File: config.mk
export PLATFORM = sky130hd
export DESIGN_NAME = data_port_flat
export DESIGN_NICKNAME = d
export VERILOG_FILES = /design/src/common/fsab_pkg.sv /design/src/common/cpu_port_pkg.sv /design/src/common/fsab_req_if.sv /design/src/data_port.sv /design/src/flat_wrapper.sv
export VERILOG_INCLUDE_DIRS = /design/src /design/src/common
export SDC_FILE = /design/constraint.sdc
export NUM_CORES = 1
export LEC_CHECK = 0
export BUFFER_PORTS_ARGS = -buffer_cell sky130_fd_sc_hd__buf_2
export CORE_MARGIN = 2
export CORE_UTILIZATION = 44
export CTS_CLUSTER_SIZE = 20
export DETAILED_ROUTE_END_ITERATION = 8
export PLACE_DENSITY = 0.84
export SYNTH_ARGS = -nofsm -noshare
export SYNTH_HDL_FRONTEND = slang
export SYNTH_SLANG_ARGS = --single-unit
File: constraint.sdc
create_clock -name clk -period 15.8 [get_ports clk]
set_clock_uncertainty 0.05 [all_clocks]
set_input_delay 1.58 -clock clk [delete_from_list [all_inputs] [get_ports clk]]
set_output_delay 1.58 -clock clk [all_outputs]
set_load 0.01 [all_outputs]
File: src/common/fsab_consts.svh
`ifndef FSAB_CONSTS_SVH
`define FSAB_CONSTS_SVH

// Bus flow control
`define FSAB_CREDITS 4 // Credits held after reset
`define FSAB_LEN_W 4 // Burst length field, up to 15 beats

// Instruction cache geometry
`define IC_LINES 32 // Direct-mapped lines
`define IC_LINE_WORDS 8 // Words per line, one burst per fill
`define IC_INDEX_W 5 // log2 of IC_LINES
`define IC_OFFSET_W 3 // log2 of IC_LINE_WORDS

// Address split for a fetch, byte bits sit below the offset
// [31 : INDEX+OFFSET+2] tag
// [INDEX+OFFSET+1 : OFFSET+2] index
// [OFFSET+1 : 2] word offset
// The index and offset widths must track the counts above

`endif

File: src/common/fsab_pkg.sv
`include "fsab_consts.svh"

// Types of the shared system bus
package fsab_pkg;

	// Request direction
	typedef enum logic
	{
		FSAB_READ = 1'b0,
		FSAB_WRITE = 1'b1 // Single beat, no response
	} fsab_mode_t;

	// Device IDs that route the response beats
	typedef enum logic
	{
		FSAB_DID_DPORT = 1'b0, // Uncached data port
		FSAB_DID_ICACHE = 1'b1 // Instruction cache line fill
	} fsab_did_t;

	// Beat count of a request
	typedef logic [`FSAB_LEN_W-1:0] fsab_len_t;

	// Inbound beat broadcast to every client
	typedef struct packed
	{
		logic valid; // Beat present this cycle
		fsab_did_t did; // Owner of the beat
		logic [31:0] data; // Read data
	} fsab_resp_t;

endpackage

File: src/common/cpu_port_pkg.sv
// Types seen by the CPU on its fetch and load/store ports
package cpu_port_pkg;

	// Byte address
	typedef logic [31:0] addr_t;

	// Data word
	typedef logic [31:0] word_t;

	// Byte enables with bit n covering bits 8n+7:8n
	typedef logic [3:0] mask_t;

endpackage

File: src/common/fsab_req_if.sv
`timescale 1ns/1ps

// One client's request path into the bus arbiter
interface fsab_req_if import fsab_pkg::*, cpu_port_pkg::*; ();
	logic valid; // Request pending
	logic accept; // Taken by the arbiter this cycle
	fsab_mode_t mode; // Read or write
	fsab_did_t did; // Client ID, returned on read beats
	addr_t addr; // Word-aligned start address
	fsab_len_t len; // Beat count
	word_t data; // Write data
	mask_t mask; // Write byte enables

	// Fields stay steady until accept is seen high at an edge
	modport client
	(
		output valid, mode, did, addr, len, data, mask,
		input accept
	);

	modport arbiter
	(
		input valid, mode, did, addr, len, data, mask,
		output accept
	);
endinterface

File: src/data_port.sv
`timescale 1ns/1ps

// Uncached load/store port, one single-beat bus request per access
module data_port import fsab_pkg::*, cpu_port_pkg::*;
(
	input logic clk,
	input logic reset,
	input logic dc_rd_req,
	input logic dc_wr_req,
	input addr_t dc_addr,
	input word_t dc_wr_data,
	input mask_t dc_mask,
	output logic dc_wait,
	output word_t dc_rd_data,
	fsab_req_if.client req,
	input fsab_resp_t resp
);
	typedef enum logic [1:0]
	{
		S_IDLE,
		S_REQ, // Waiting for the arbiter
		S_WAIT // Load issued, waiting for its beat
	} state_t;

	state_t state;
	logic done_q; // Load completed last cycle, CPU still holds it
	logic wr_q; // Latched access kind
	addr_t addr_q;
	word_t data_q;
	mask_t mask_q;
	logic start;
	logic beat;

	assign start = (dc_rd_req || dc_wr_req) && !done_q;
	assign beat = (state == S_WAIT) && resp.valid && (resp.did == FSAB_DID_DPORT);

	always_comb
	begin
		case (state)
			S_IDLE: dc_wait = start;
			S_REQ: dc_wait = !(wr_q && req.accept); // Store ends at accept
			default: dc_wait = 1'b1;
		endcase
	end

	assign req.valid = (state == S_REQ);
	assign req.mode = wr_q ? FSAB_WRITE : FSAB_READ;
	assign req.did = FSAB_DID_DPORT;
	assign req.addr = addr_q;
	assign req.len = fsab_len_t'(1); // Always one beat
	assign req.data = data_q;
	assign req.mask = mask_q;

	always_ff @(posedge clk)
	begin
		if (reset)
		begin
			state <= S_IDLE;
			done_q <= 1'b0;
		end
		else
		begin
			done_q <= 1'b0;
			case (state)
				S_IDLE:
					if (start)
						state <= S_REQ;
				S_REQ:
					if (req.accept)
						state <= wr_q ? S_IDLE : S_WAIT;
				default:
					if (beat)
					begin
						state <= S_IDLE;
						done_q <= 1'b1; // Hides the held load for one cycle
					end
			endcase
		end
	end

	// Request fields and load data
	always_ff @(posedge clk)
	begin
		if (state == S_IDLE && start)
		begin
			wr_q <= dc_wr_req;
			addr_q <= {dc_addr[31:2], 2'b00}; // Word aligned
			data_q <= dc_wr_data;
			mask_q <= dc_mask;
		end
		if (beat)
			dc_rd_data <= resp.data;
	end

	// The CPU issues a load or a store, never both
	a_one_kind: assert property (@(posedge clk) disable iff (reset)
		!(dc_rd_req && dc_wr_req));
endmodule

File: src/flat_wrapper.sv
// flat-port wrapper written by rule: the top's interface ports become plain ports
module data_port_flat import fsab_pkg::*, cpu_port_pkg::*;
  (clk, reset, dc_rd_req, dc_wr_req, dc_addr, dc_wr_data, dc_mask, dc_wait, dc_rd_data, resp, req_valid, req_mode, req_did, req_addr, req_len, req_data, req_mask, req_accept);
  fsab_req_if req_i ();
  input logic clk;
  input logic reset;
  input logic dc_rd_req;
  input logic dc_wr_req;
  input addr_t dc_addr;
  input word_t dc_wr_data;
  input mask_t dc_mask;
  output logic dc_wait;
  output word_t dc_rd_data;
  input fsab_resp_t resp;
  output wire logic [$bits(req_i.valid)-1:0] req_valid;
  output wire logic [$bits(req_i.mode)-1:0] req_mode;
  output wire logic [$bits(req_i.did)-1:0] req_did;
  output wire logic [$bits(req_i.addr)-1:0] req_addr;
  output wire logic [$bits(req_i.len)-1:0] req_len;
  output wire logic [$bits(req_i.data)-1:0] req_data;
  output wire logic [$bits(req_i.mask)-1:0] req_mask;
  input wire logic [$bits(req_i.accept)-1:0] req_accept;
  assign req_valid = req_i.valid;
  assign req_mode = req_i.mode;
  assign req_did = req_i.did;
  assign req_addr = req_i.addr;
  assign req_len = req_i.len;
  assign req_data = req_i.data;
  assign req_mask = req_i.mask;
  assign req_i.accept = req_accept;
  data_port u_core (.clk(clk), .reset(reset), .dc_rd_req(dc_rd_req), .dc_wr_req(dc_wr_req), .dc_addr(dc_addr), .dc_wr_data(dc_wr_data), .dc_mask(dc_mask), .dc_wait(dc_wait), .dc_rd_data(dc_rd_data), .req(req_i), .resp(resp));
endmodule
==> results.cfg <==
[status]
status = finished clean

[grt]
grt_max_degree = 43
grt-ovfl-total = 0
grt_pass1_vias = 1827
grtUsageTotal = 0.158
grt_antenna_before_repair = 0
grt_pass1_wl_mm = 9.00

[run]
maxCapViolCount = 0

[sta]
fmax_ghz = 0.247
slew_headroom = 0.203
worst_slew_pin_slew_ps = 1190
period_needed_ps = 4050
slew_viol_final = 0
grt_setup_unrepaired = no
period_share = 0.256
finalSetupTns_ps = 0
hold_violations = 0
setup_viol = 0
finalHoldWorstSlack_ps = 521
fin_ws_ps = 11750

[detailed_routing]
vias_per_cell = 4.44
drt_pass1_iterations = 4
dr_total_vias = 1980
drc = 0
routed_wl_mm = 6.91
wl_per_cell_um = 15.5
dr.first_iter.drc_count = 68
postRouteAntennaNets = 0

[cells_and_area]
drive_above_1_share = 0.648
diodes = 0
fin_util = 0.631
nets = 449
seq_area_mm2 = 0.00303
syn2layout_area_growth_pct = 41.3
fill_cells = 580
multi_input_area_um2 = 119

[critical_path]
crit_arrival_ps = 2420
r2r_end = u_core.dc_rd_data[26]$_DFFE_PP_
r2r_slack_ps = 13830
start_kind = input pin
cp-end-kind = output port
crit_type = input pin to output port
ff2ff_path_depth = 2
r2r-start = u_core.state[1]$_SDFFE_PP0P_
required_ps = 14170
cp_max_fo = 2

[yosys]
ys_ff_latch = 102
synth_top_area_frac = 0.932
yosys.cell_types.count = 14
ys_seq_area_frac = 0.951
yosysTopAreaCell = edfxtp_1
netlist_top_cells_area = edfxtp_1, dfxtp_1, buf_4
synth_cells = 126
ys_warn_count = 0
syn_avg_cell_area_um2 = 25.3
netlist_area_mm2 = 0.00319

[hold_path]
whs_path_depth = 2
min_from = u_core.state[0]$_SDFFE_PP0P_
hp-class = register to register
whs_endpoint = u_core.state[0]$_SDFFE_PP0P_

[clocking]
cts.clk_slew.worst_paths_ps = 90
cts_resized = 0
cts_buffer_depth = 2
post_cts_buffers = 0
cts_sinks = 102
cts_made_buffers = 9
clock_latency_ps = 340
holdBufCountCts = 0
clockRootBuffer = clkbuf_8
cts_tree = done
htree_levels = 3

[pwr]
irDropWorstVdd_mv = 0.0646
total_power_w = 0.000532
powerDensity_mw_per_mm2 = 118
p_leak_nw = 1.95

[placement]
place.gp.congestion = 0.714
port-buffer-count = 205
dp_hpwl_mm = 5.44
pre_cts_slack_ps = 11740

[floorplanning]
core_region_area_mm2 = 0.00714
die_h_um = 89.2
die_area_mm2 = 0.00795
ios = 215
die_x_um = 89.2
initial_core_util = 0.447
placementRows = 31
==> stage by stage <==
stage / instance area (um^2) / cells
2_1_floorplan: 3210 / 131
6_report: 4510 / 446
5_1_grt: 4510 / 446
3_5_place_dp: 4330 / 430
3_3_place_gp: 4330 / 430
4_1_cts: 4510 / 446
==> synthesized netlist by cell type <==
library cell,instances
a32oi_1,1
a21bo_1,1
nand2b_1,1
buf_4,7
inv_1,3
o311a_1,1
dfxtp_1,3
nor2_1,4
nand4bb_1,1
conb_1,2
nor2b_2,1
nor4_1,1
nor3_2,1
edfxtp_1,99
==> registers in the layout, indices dropped and copies added, names as in the netlist <==
register / count
u_core.dc_rd_data: 32
u_core.done_q: 1
u_core.req.addr: 30
u_core.req.data: 32
u_core.req.mask: 4
u_core.state: 2
u_core.wr_q: 1
==> critical path, stage by stage <==
cell and delay [ps]:
buf_2 100, nor2_1 190, o311a_1 220, a21bo_1 200
buf_2 130
==> power breakdown <==
part	switching [W]	leakage, nW	internal [W]
registers	0.00000493	0.967	0.000322
clock network	0.0000871	0.0935	0.0000593
logic	0.0000342	0.887	0.0000242
==> final cells by class <==
cell class                 count  share of cell area
sequential                   102               0.673
timing repair buffer         207               0.231
clock buffer                   9              0.0275
tap                           99              0.0275
multi-input combinational     19              0.0264
clock inverter                 7              0.0122
inverter                       3             0.00250
==> per-layer routing <==
layer | vias up | GRT usage | share of wire
li1 | 909 | - | -
met3 | 17 | 0.0388 | 0.089
met4 | 0 | 0.0828 | 0.027
met5 | - | 0 | 0
met1 | 937 | 0.175 | 0.36
met2 | 117 | 0.279 | 0.53
==> layout by cell type, fill, tap and decap left out <==
cell type  count
dfxtp_1        3
inv_6          2
edfxtp_1      99
clkinv_4       2
nor3_2         1
nor2_1         4
inv_1          3
nor2b_2        1
buf_4          2
clkinv_2       1
a21bo_1        1
o311a_1        1
clkinv_1       1
clkbuf_8       9
inv_8          1
nor4_2         1
conb_1         7
buf_2        205
nand4bb_1      1
nand2b_1       1
a32oi_1        1
==> cells by family (layout without fill, tap and decap cells) <==
logic type,count (synthesis),count (layout),synth area share
other cells,2,7,0.00235
buf+inv,10,226,0.0200
simple gates,9,9,0.0180
flops,102,102,0.951
compound gates,3,3,0.00902
==> worst max-delay path by stage <==
stage               from                             to
3_5_place_dp   dc_wr_req                        dc_wait
2_1_floorplan  dc_wr_req  u_core.req.addr[10]$_DFFE_PP_
4_1_cts        dc_wr_req                        dc_wait
6_report       dc_wr_req                        dc_wait
3_3_place_gp   dc_wr_req                        dc_wait
5_1_grt        dc_wr_req                        dc_wait
(Power assumes the default switching activity.)
