<file path="src/common/fsab_consts.svh">
`ifndef FSAB_CONSTS_SVH
`define FSAB_CONSTS_SVH

// Bus flow control
`define FSAB_CREDITS 4 // Credits held after reset
`define FSAB_LEN_W 4 // Burst length field, up to 15 beats

// Instruction cache geometry
`define IC_LINES 32 // Direct-mapped lines
`define IC_LINE_WORDS 8 // Words per line, one burst per fill
`define IC_INDEX_W 5 // log2 of IC_LINES
`define IC_OFFSET_W 3 // log2 of IC_LINE_WORDS

// Address split for a fetch, byte bits sit below the offset
// [31 : INDEX+OFFSET+2] tag
// [INDEX+OFFSET+1 : OFFSET+2] index
// [OFFSET+1 : 2] word offset
// The index and offset widths must track the counts above

`endif

</file>
<file path="src/common/fsab_pkg.sv">
`include "fsab_consts.svh"

// Types of the shared system bus
package fsab_pkg;

	// Request direction
	typedef enum logic
	{
		FSAB_READ = 1'b0,
		FSAB_WRITE = 1'b1 // Single beat, no response
	} fsab_mode_t;

	// Device IDs that route the response beats
	typedef enum logic
	{
		FSAB_DID_DPORT = 1'b0, // Uncached data port
		FSAB_DID_ICACHE = 1'b1 // Instruction cache line fill
	} fsab_did_t;

	// Beat count of a request
	typedef logic [`FSAB_LEN_W-1:0] fsab_len_t;

	// Inbound beat broadcast to every client
	typedef struct packed
	{
		logic valid; // Beat present this cycle
		fsab_did_t did; // Owner of the beat
		logic [31:0] data; // Read data
	} fsab_resp_t;

endpackage

</file>
<file path="src/common/cpu_port_pkg.sv">
// Types seen by the CPU on its fetch and load/store ports
package cpu_port_pkg;

	// Byte address
	typedef logic [31:0] addr_t;

	// Data word
	typedef logic [31:0] word_t;

	// Byte enables with bit n covering bits 8n+7:8n
	typedef logic [3:0] mask_t;

endpackage

</file>
<file path="src/common/fsab_req_if.sv">
`timescale 1ns/1ps

// One client's request path into the bus arbiter
interface fsab_req_if import fsab_pkg::*, cpu_port_pkg::*; ();
	logic valid; // Request pending
	logic accept; // Taken by the arbiter this cycle
	fsab_mode_t mode; // Read or write
	fsab_did_t did; // Client ID, returned on read beats
	addr_t addr; // Word-aligned start address
	fsab_len_t len; // Beat count
	word_t data; // Write data
	mask_t mask; // Write byte enables

	// Fields stay steady until accept is seen high at an edge
	modport client
	(
		output valid, mode, did, addr, len, data, mask,
		input accept
	);

	modport arbiter
	(
		input valid, mode, did, addr, len, data, mask,
		output accept
	);
endinterface

</file>
<file path="src/fsab/fsab_arbiter.sv">
`timescale 1ns/1ps
`include "fsab_consts.svh"

// Two-client round-robin merge onto the bus, with credit tracking
module fsab_arbiter import fsab_pkg::*, cpu_port_pkg::*;
(
	input logic clk,
	input logic reset,
	fsab_req_if.arbiter ic_req,
	fsab_req_if.arbiter dp_req,
	output logic fsabo_valid,
	output fsab_mode_t fsabo_mode,
	output fsab_did_t fsabo_did,
	output addr_t fsabo_addr,
	output fsab_len_t fsabo_len,
	output word_t fsabo_data,
	output mask_t fsabo_mask,
	input logic fsabo_credit,
	input logic fsabi_valid,
	input fsab_did_t fsabi_did,
	input word_t fsabi_data,
	output fsab_resp_t resp
);
	localparam int CRED_W = $clog2(`FSAB_CREDITS + 1);

	logic [CRED_W-1:0] credits; // Requests the bus can still take
	logic have_credit;
	logic last_dp; // Data port got the last grant
	logic ic_wins;
	logic grant;

	assign have_credit = (credits != '0);

	// Icache wins when alone or when the data port went last
	assign ic_wins = ic_req.valid && (!dp_req.valid || last_dp);

	assign ic_req.accept = have_credit && ic_wins;
	assign dp_req.accept = have_credit && dp_req.valid && !ic_wins;
	assign grant = ic_req.accept || dp_req.accept;

	// Inbound beats go to both clients unregistered
	assign resp.valid = fsabi_valid;
	assign resp.did = fsabi_did;
	assign resp.data = fsabi_data;

	always_ff @(posedge clk)
	begin
		if (reset)
		begin
			fsabo_valid <= 1'b0;
			credits <= CRED_W'(`FSAB_CREDITS);
			last_dp <= 1'b0;
		end
		else
		begin
			fsabo_valid <= grant; // On the bus one cycle after accept
			credits <= credits - CRED_W'(grant) + CRED_W'(fsabo_credit);
			if (grant)
				last_dp <= dp_req.accept;
		end
	end

	// Winner's fields
	always_ff @(posedge clk)
	begin
		if (ic_req.accept)
		begin
			fsabo_mode <= ic_req.mode;
			fsabo_did <= ic_req.did;
			fsabo_addr <= ic_req.addr;
			fsabo_len <= ic_req.len;
			fsabo_data <= ic_req.data;
			fsabo_mask <= ic_req.mask;
		end
		else if (dp_req.accept)
		begin
			fsabo_mode <= dp_req.mode;
			fsabo_did <= dp_req.did;
			fsabo_addr <= dp_req.addr;
			fsabo_len <= dp_req.len;
			fsabo_data <= dp_req.data;
			fsabo_mask <= dp_req.mask;
		end
	end

	// The bus never hands back more credits than it gave out
	a_credit_max: assert property (@(posedge clk) disable iff (reset)
		credits <= CRED_W'(`FSAB_CREDITS));
endmodule

</file>
<file path="src/flat_wrapper.sv">
// flat-port wrapper written by rule: the top's interface ports become plain ports
module fsab_arbiter_flat import fsab_pkg::*, cpu_port_pkg::*;
  (clk, reset, fsabo_valid, fsabo_mode, fsabo_did, fsabo_addr, fsabo_len, fsabo_data, fsabo_mask, fsabo_credit, fsabi_valid, fsabi_did, fsabi_data, resp, ic_req_valid, ic_req_mode, ic_req_did, ic_req_addr, ic_req_len, ic_req_data, ic_req_mask, ic_req_accept, dp_req_valid, dp_req_mode, dp_req_did, dp_req_addr, dp_req_len, dp_req_data, dp_req_mask, dp_req_accept);
  fsab_req_if ic_req_i ();
  fsab_req_if dp_req_i ();
  input logic clk;
  input logic reset;
  output logic fsabo_valid;
  output fsab_mode_t fsabo_mode;
  output fsab_did_t fsabo_did;
  output addr_t fsabo_addr;
  output fsab_len_t fsabo_len;
  output word_t fsabo_data;
  output mask_t fsabo_mask;
  input logic fsabo_credit;
  input logic fsabi_valid;
  input fsab_did_t fsabi_did;
  input word_t fsabi_data;
  output fsab_resp_t resp;
  input wire logic [$bits(ic_req_i.valid)-1:0] ic_req_valid;
  input wire logic [$bits(ic_req_i.mode)-1:0] ic_req_mode;
  input wire logic [$bits(ic_req_i.did)-1:0] ic_req_did;
  input wire logic [$bits(ic_req_i.addr)-1:0] ic_req_addr;
  input wire logic [$bits(ic_req_i.len)-1:0] ic_req_len;
  input wire logic [$bits(ic_req_i.data)-1:0] ic_req_data;
  input wire logic [$bits(ic_req_i.mask)-1:0] ic_req_mask;
  output wire logic [$bits(ic_req_i.accept)-1:0] ic_req_accept;
  input wire logic [$bits(dp_req_i.valid)-1:0] dp_req_valid;
  input wire logic [$bits(dp_req_i.mode)-1:0] dp_req_mode;
  input wire logic [$bits(dp_req_i.did)-1:0] dp_req_did;
  input wire logic [$bits(dp_req_i.addr)-1:0] dp_req_addr;
  input wire logic [$bits(dp_req_i.len)-1:0] dp_req_len;
  input wire logic [$bits(dp_req_i.data)-1:0] dp_req_data;
  input wire logic [$bits(dp_req_i.mask)-1:0] dp_req_mask;
  output wire logic [$bits(dp_req_i.accept)-1:0] dp_req_accept;
  assign ic_req_i.valid = ic_req_valid;
  assign ic_req_i.mode = ic_req_mode;
  assign ic_req_i.did = ic_req_did;
  assign ic_req_i.addr = ic_req_addr;
  assign ic_req_i.len = ic_req_len;
  assign ic_req_i.data = ic_req_data;
  assign ic_req_i.mask = ic_req_mask;
  assign ic_req_accept = ic_req_i.accept;
  assign dp_req_i.valid = dp_req_valid;
  assign dp_req_i.mode = dp_req_mode;
  assign dp_req_i.did = dp_req_did;
  assign dp_req_i.addr = dp_req_addr;
  assign dp_req_i.len = dp_req_len;
  assign dp_req_i.data = dp_req_data;
  assign dp_req_i.mask = dp_req_mask;
  assign dp_req_accept = dp_req_i.accept;
  fsab_arbiter u_core (.clk(clk), .reset(reset), .ic_req(ic_req_i), .dp_req(dp_req_i), .fsabo_valid(fsabo_valid), .fsabo_mode(fsabo_mode), .fsabo_did(fsabo_did), .fsabo_addr(fsabo_addr), .fsabo_len(fsabo_len), .fsabo_data(fsabo_data), .fsabo_mask(fsabo_mask), .fsabo_credit(fsabo_credit), .fsabi_valid(fsabi_valid), .fsabi_did(fsabi_did), .fsabi_data(fsabi_data), .resp(resp));
endmodule
</file>
<file path="config.mk">
export PLATFORM = sky130hd
export DESIGN_NAME = fsab_arbiter_flat
export DESIGN_NICKNAME = d
export VERILOG_FILES = /design/src/common/fsab_pkg.sv /design/src/common/cpu_port_pkg.sv /design/src/common/fsab_req_if.sv /design/src/fsab/fsab_arbiter.sv /design/src/flat_wrapper.sv
export VERILOG_INCLUDE_DIRS = /design/src /design/src/common
export SDC_FILE = /design/constraint.sdc
export NUM_CORES = 1
export LEC_CHECK = 0
export ABC_CLOCK_PERIOD_IN_PS = 8100
export BUFFER_PORTS_ARGS = -buffer_cell sky130_fd_sc_hd__clkbuf_2
export CORE_AREA = 3 3 114 116
export DETAILED_ROUTE_END_ITERATION = 10
export DIE_AREA = 0 0 117 119
export GPL_ROUTABILITY_DRIVEN = 0
export PLACE_DENSITY_LB_ADDON = 0.1
export SLEW_MARGIN = 15
export SYNTH_ARGS = -nofsm -noshare
export SYNTH_HDL_FRONTEND = slang
export SYNTH_SLANG_ARGS = --single-unit
</file>
<file path="constraint.sdc">
create_clock -name clk -period 8.1 [get_ports clk]
set_input_delay 2.43 -clock clk [delete_from_list [all_inputs] [get_ports clk]]
set_output_delay 2.43 -clock clk [all_outputs]
set_load 0.01 [all_outputs]
</file>
==> metrics.md <==
| Metric | Value |
|---|---|
| Vias | `2,451` |
| Final setup TNS | `0 ps` |
| Cell Area, Synth | `0.00381 mm^2` |
| Slowest stage delay, CP | `490 ps` |
| Share of cells above drive strength 1 | `73.5%` |
| Post-Syn Instances | `218` |
| Crit Path Max Fanout | `38` |
| Max_slew headroom | `31.2%` |
| Final nets | `607` |
| Required time of the critical path | `5670 ps` |
| Starting Density | `31.7%` |
| Worst-path clk slew | `50 ps` |
| Clock Latency Late Sink | `320 ps` |
| Post-synth cell types | `22` |
| Final Skew | `3.20 ps` |
| Synth Area per Inst | `17.5 um^2` |
| Hpwl dp | `7310 um` |
| Max Buffers Root-to-Sink | `2` |
| Boundary Pins | `298` |
| Post-Route WL | `9100 um` |
| Slew Limit Fails | `0` |
| Register area | `0.00232 mm^2` |
| Ys Warns | `0` |
| Cts bufs inserted | `9` |
| Pin count of the biggest net entering global routing | `76` |
| CTS tree | `built` |
| Crit-path cells | `clkbuf_2, nand2b_1, nand3_4, inv_1, clkbuf_2` |
| CP Capture Type | `output port` |
| Synth Net Count | `408` |
| Most frequent CP cell | `clkbuf_2` |
| Type of origin of the critical path | `primary input` |
| CTS root buffer | `clkbuf_16` |
| Area delta synth->final | `33.5%` |
| RSZ-0062 raised after global routing | `false` |
| Number of max-cap violations | `0` |
| Tightest Hold Check Type | `reg -> reg` |
| Final-report setup violation count | `0` |
| Setup WS pre-CTS | `2160 ps` |
| Final WS setup | `2180 ps` |
| Post-CTS Resized | `0` |
| Tmin final | `5920 ps` |
| Fin Hold WS | `514 ps` |
| Die area | `0.0139 mm^2` |
| Avg Vias per Cell | `4.31` |
| Drt wl/cell | `16.0 um` |
| H-tree levels | `3` |
| Gr usage total | `12.5%` |
| FILL cells | `1,159` |
| Maximum vdd drop | `0.106 mV` |
| Slowest-stage cell, CP | `nand3_4` |
| Slew @ Worst Pin | `1030 ps` |
| Seq cells post-synth | `79` |
| WP buf/inv | `3` |
| Vias in the first global route | `2,512` |
| CTS Sinks | `79` |
| Post-cts hold buffer count | `0` |
| DR pass1 iterations | `4` |
| First-pass GRT wire length | `12,900 um` |
| Remaining global-route overflow | `0` |
| Die Y | `119 um` |
| R2r setup slk | `4490 ps` |
| PD cells | `274 mW/mm^2` |
| Status | `finished clean` |
| Rows | `40` |
| Cell class contributing the biggest share of worst-path delay | `simple AND/OR/NAND/NOR gates` |
| Final hold viol count | `0` |
| Initial antenna violation count | `0` |
| Die W | `117 um` |
| Multi-input combinational cell area | `0.00111 mm^2` |
| # port buffers | `229` |
| Ant. Diodes | `0` |
| Seq/Total Area, Yosys | `61.0%` |
| Placeable core area | `0.0120 mm^2` |
| Leak Pwr | `2.41 nW` |
| Antenna Nets Post-Route | `0` |
| DRC viols | `0` |
| CP arrival | `3490 ps` |
| Initial DRC count | `48` |
| Post-CTS Setup Bufs | `0` |
| Fin crit share | `73.0%` |
| CP Class | `in -> out` |
| Fmax | `169 MHz` |
placed cells by master, fill, tap and decap left out, drive strengths merged, types with 2 or more instances in the layout:
cell type / n
bufinv: 2
dfxtp: 5
ha: 2
nand2: 2
a21oi: 2
nor3: 2
mux2: 74
edfxtp: 74
nor2: 2
clkinv: 4
clkbuf: 239
nand2b: 2
inv: 4
metrics by stage:
stage	util [%]	std cells	cell area, um^2	total power, mW
global placement	39.8	553	4780	0.995
finish	42.3	569	5090	1.39
floorplan	-	218	3810	0.874
detailed placement	39.8	553	4780	1.00
CTS	42.3	569	5090	1.42
global route	42.3	569	5090	1.47
registers in the layout, indices dropped and copies added, names as in the netlist:
name	count
u_core.fsabo_mode	1
u_core.fsabo_len	4
u_core.fsabo_valid	1
u_core.fsabo_mask	4
u_core.fsabo_did	1
u_core.credits	3
u_core.fsabo_addr	32
u_core.last_dp	1
u_core.fsabo_data	32
metal layers:
metal	GRT usage, %	share of wire [%]
met4	5.81	2.1
met1	13.2	36
met3	5.03	13
met5	0	0
met2	21.3	49
path summary, 6_finish.rpt:
check	from	endpoint	depth (start not counted)
worst min register to register	u_core.last_dp$_SDFFE_PP0N_	u_core.last_dp$_SDFFE_PP0N_	1
worst max-delay path	dp_req_valid	ic_req_accept	5
worst min-delay path	u_core.last_dp$_SDFFE_PP0N_	u_core.last_dp$_SDFFE_PP0N_	1
worst max register to register	u_core.credits[1]$_SDFF_PP0_	u_core.credits[2]$_SDFF_PP1_	11
power breakdown:
| part | leakage (nW) | internal (mW) | total [mW] | switching, mW |
|---|---|---|---|---|
| registers | 0.776 | 0.577 | 0.607 | 0.0299 |
| logic | 1.49 | 0.177 | 0.374 | 0.197 |
| clock network | 0.147 | 0.266 | 0.412 | 0.146 |
cell type report:
cell class,count,share of cell area (%)
flip-flops and latches,79,45.7
repair buffers,230,22.7
multi-input cells,93,21.8
clock buffers,10,4.50
well taps,147,3.62
clock inverters,6,1.48
inverters,4,0.295
cells by family after synthesis:
kind of cell	count (synthesis)	synth area share (%)
and+or+nand+nor	11	1.91
DFF	79	61.0
adders and majority gates	3	1.18
AOI/OAI and AO/OA	3	0.493
muxes	74	24.8
xor gates and xnor gates	2	0.460
buffers and inverters	46	10.2
cells in the mapped netlist, drive strengths merged:
cell	instances	area (um^2)
ha	2	25.0
a311oi	1	8.76
nor2b	1	6.26
nor2	2	7.51
fa	1	20.0
xor2	1	8.76
edfxtp	74	2220
or3	1	11.3
nand2	2	7.51
inv	4	15.0
nand3	1	17.5
nor3	2	10.0
buf	42	373
dfxtp	5	100
xnor2	1	8.76
nand2b	2	12.5
mux2	74	946
a21oi	2	10.0
worst reg2reg max path: stages (launching register included):
cell,delay [ps]
dfxtp_1,350
or3_4,420
nand3_4,500
nand2_4,680
ha_1,580
inv_1,60
ha_1,130
inv_1,50
fa_1,370
xor2_1,160
xnor2_1,130
nand2b_1,70
Note: power is estimated with default switching activity, not from simulation.
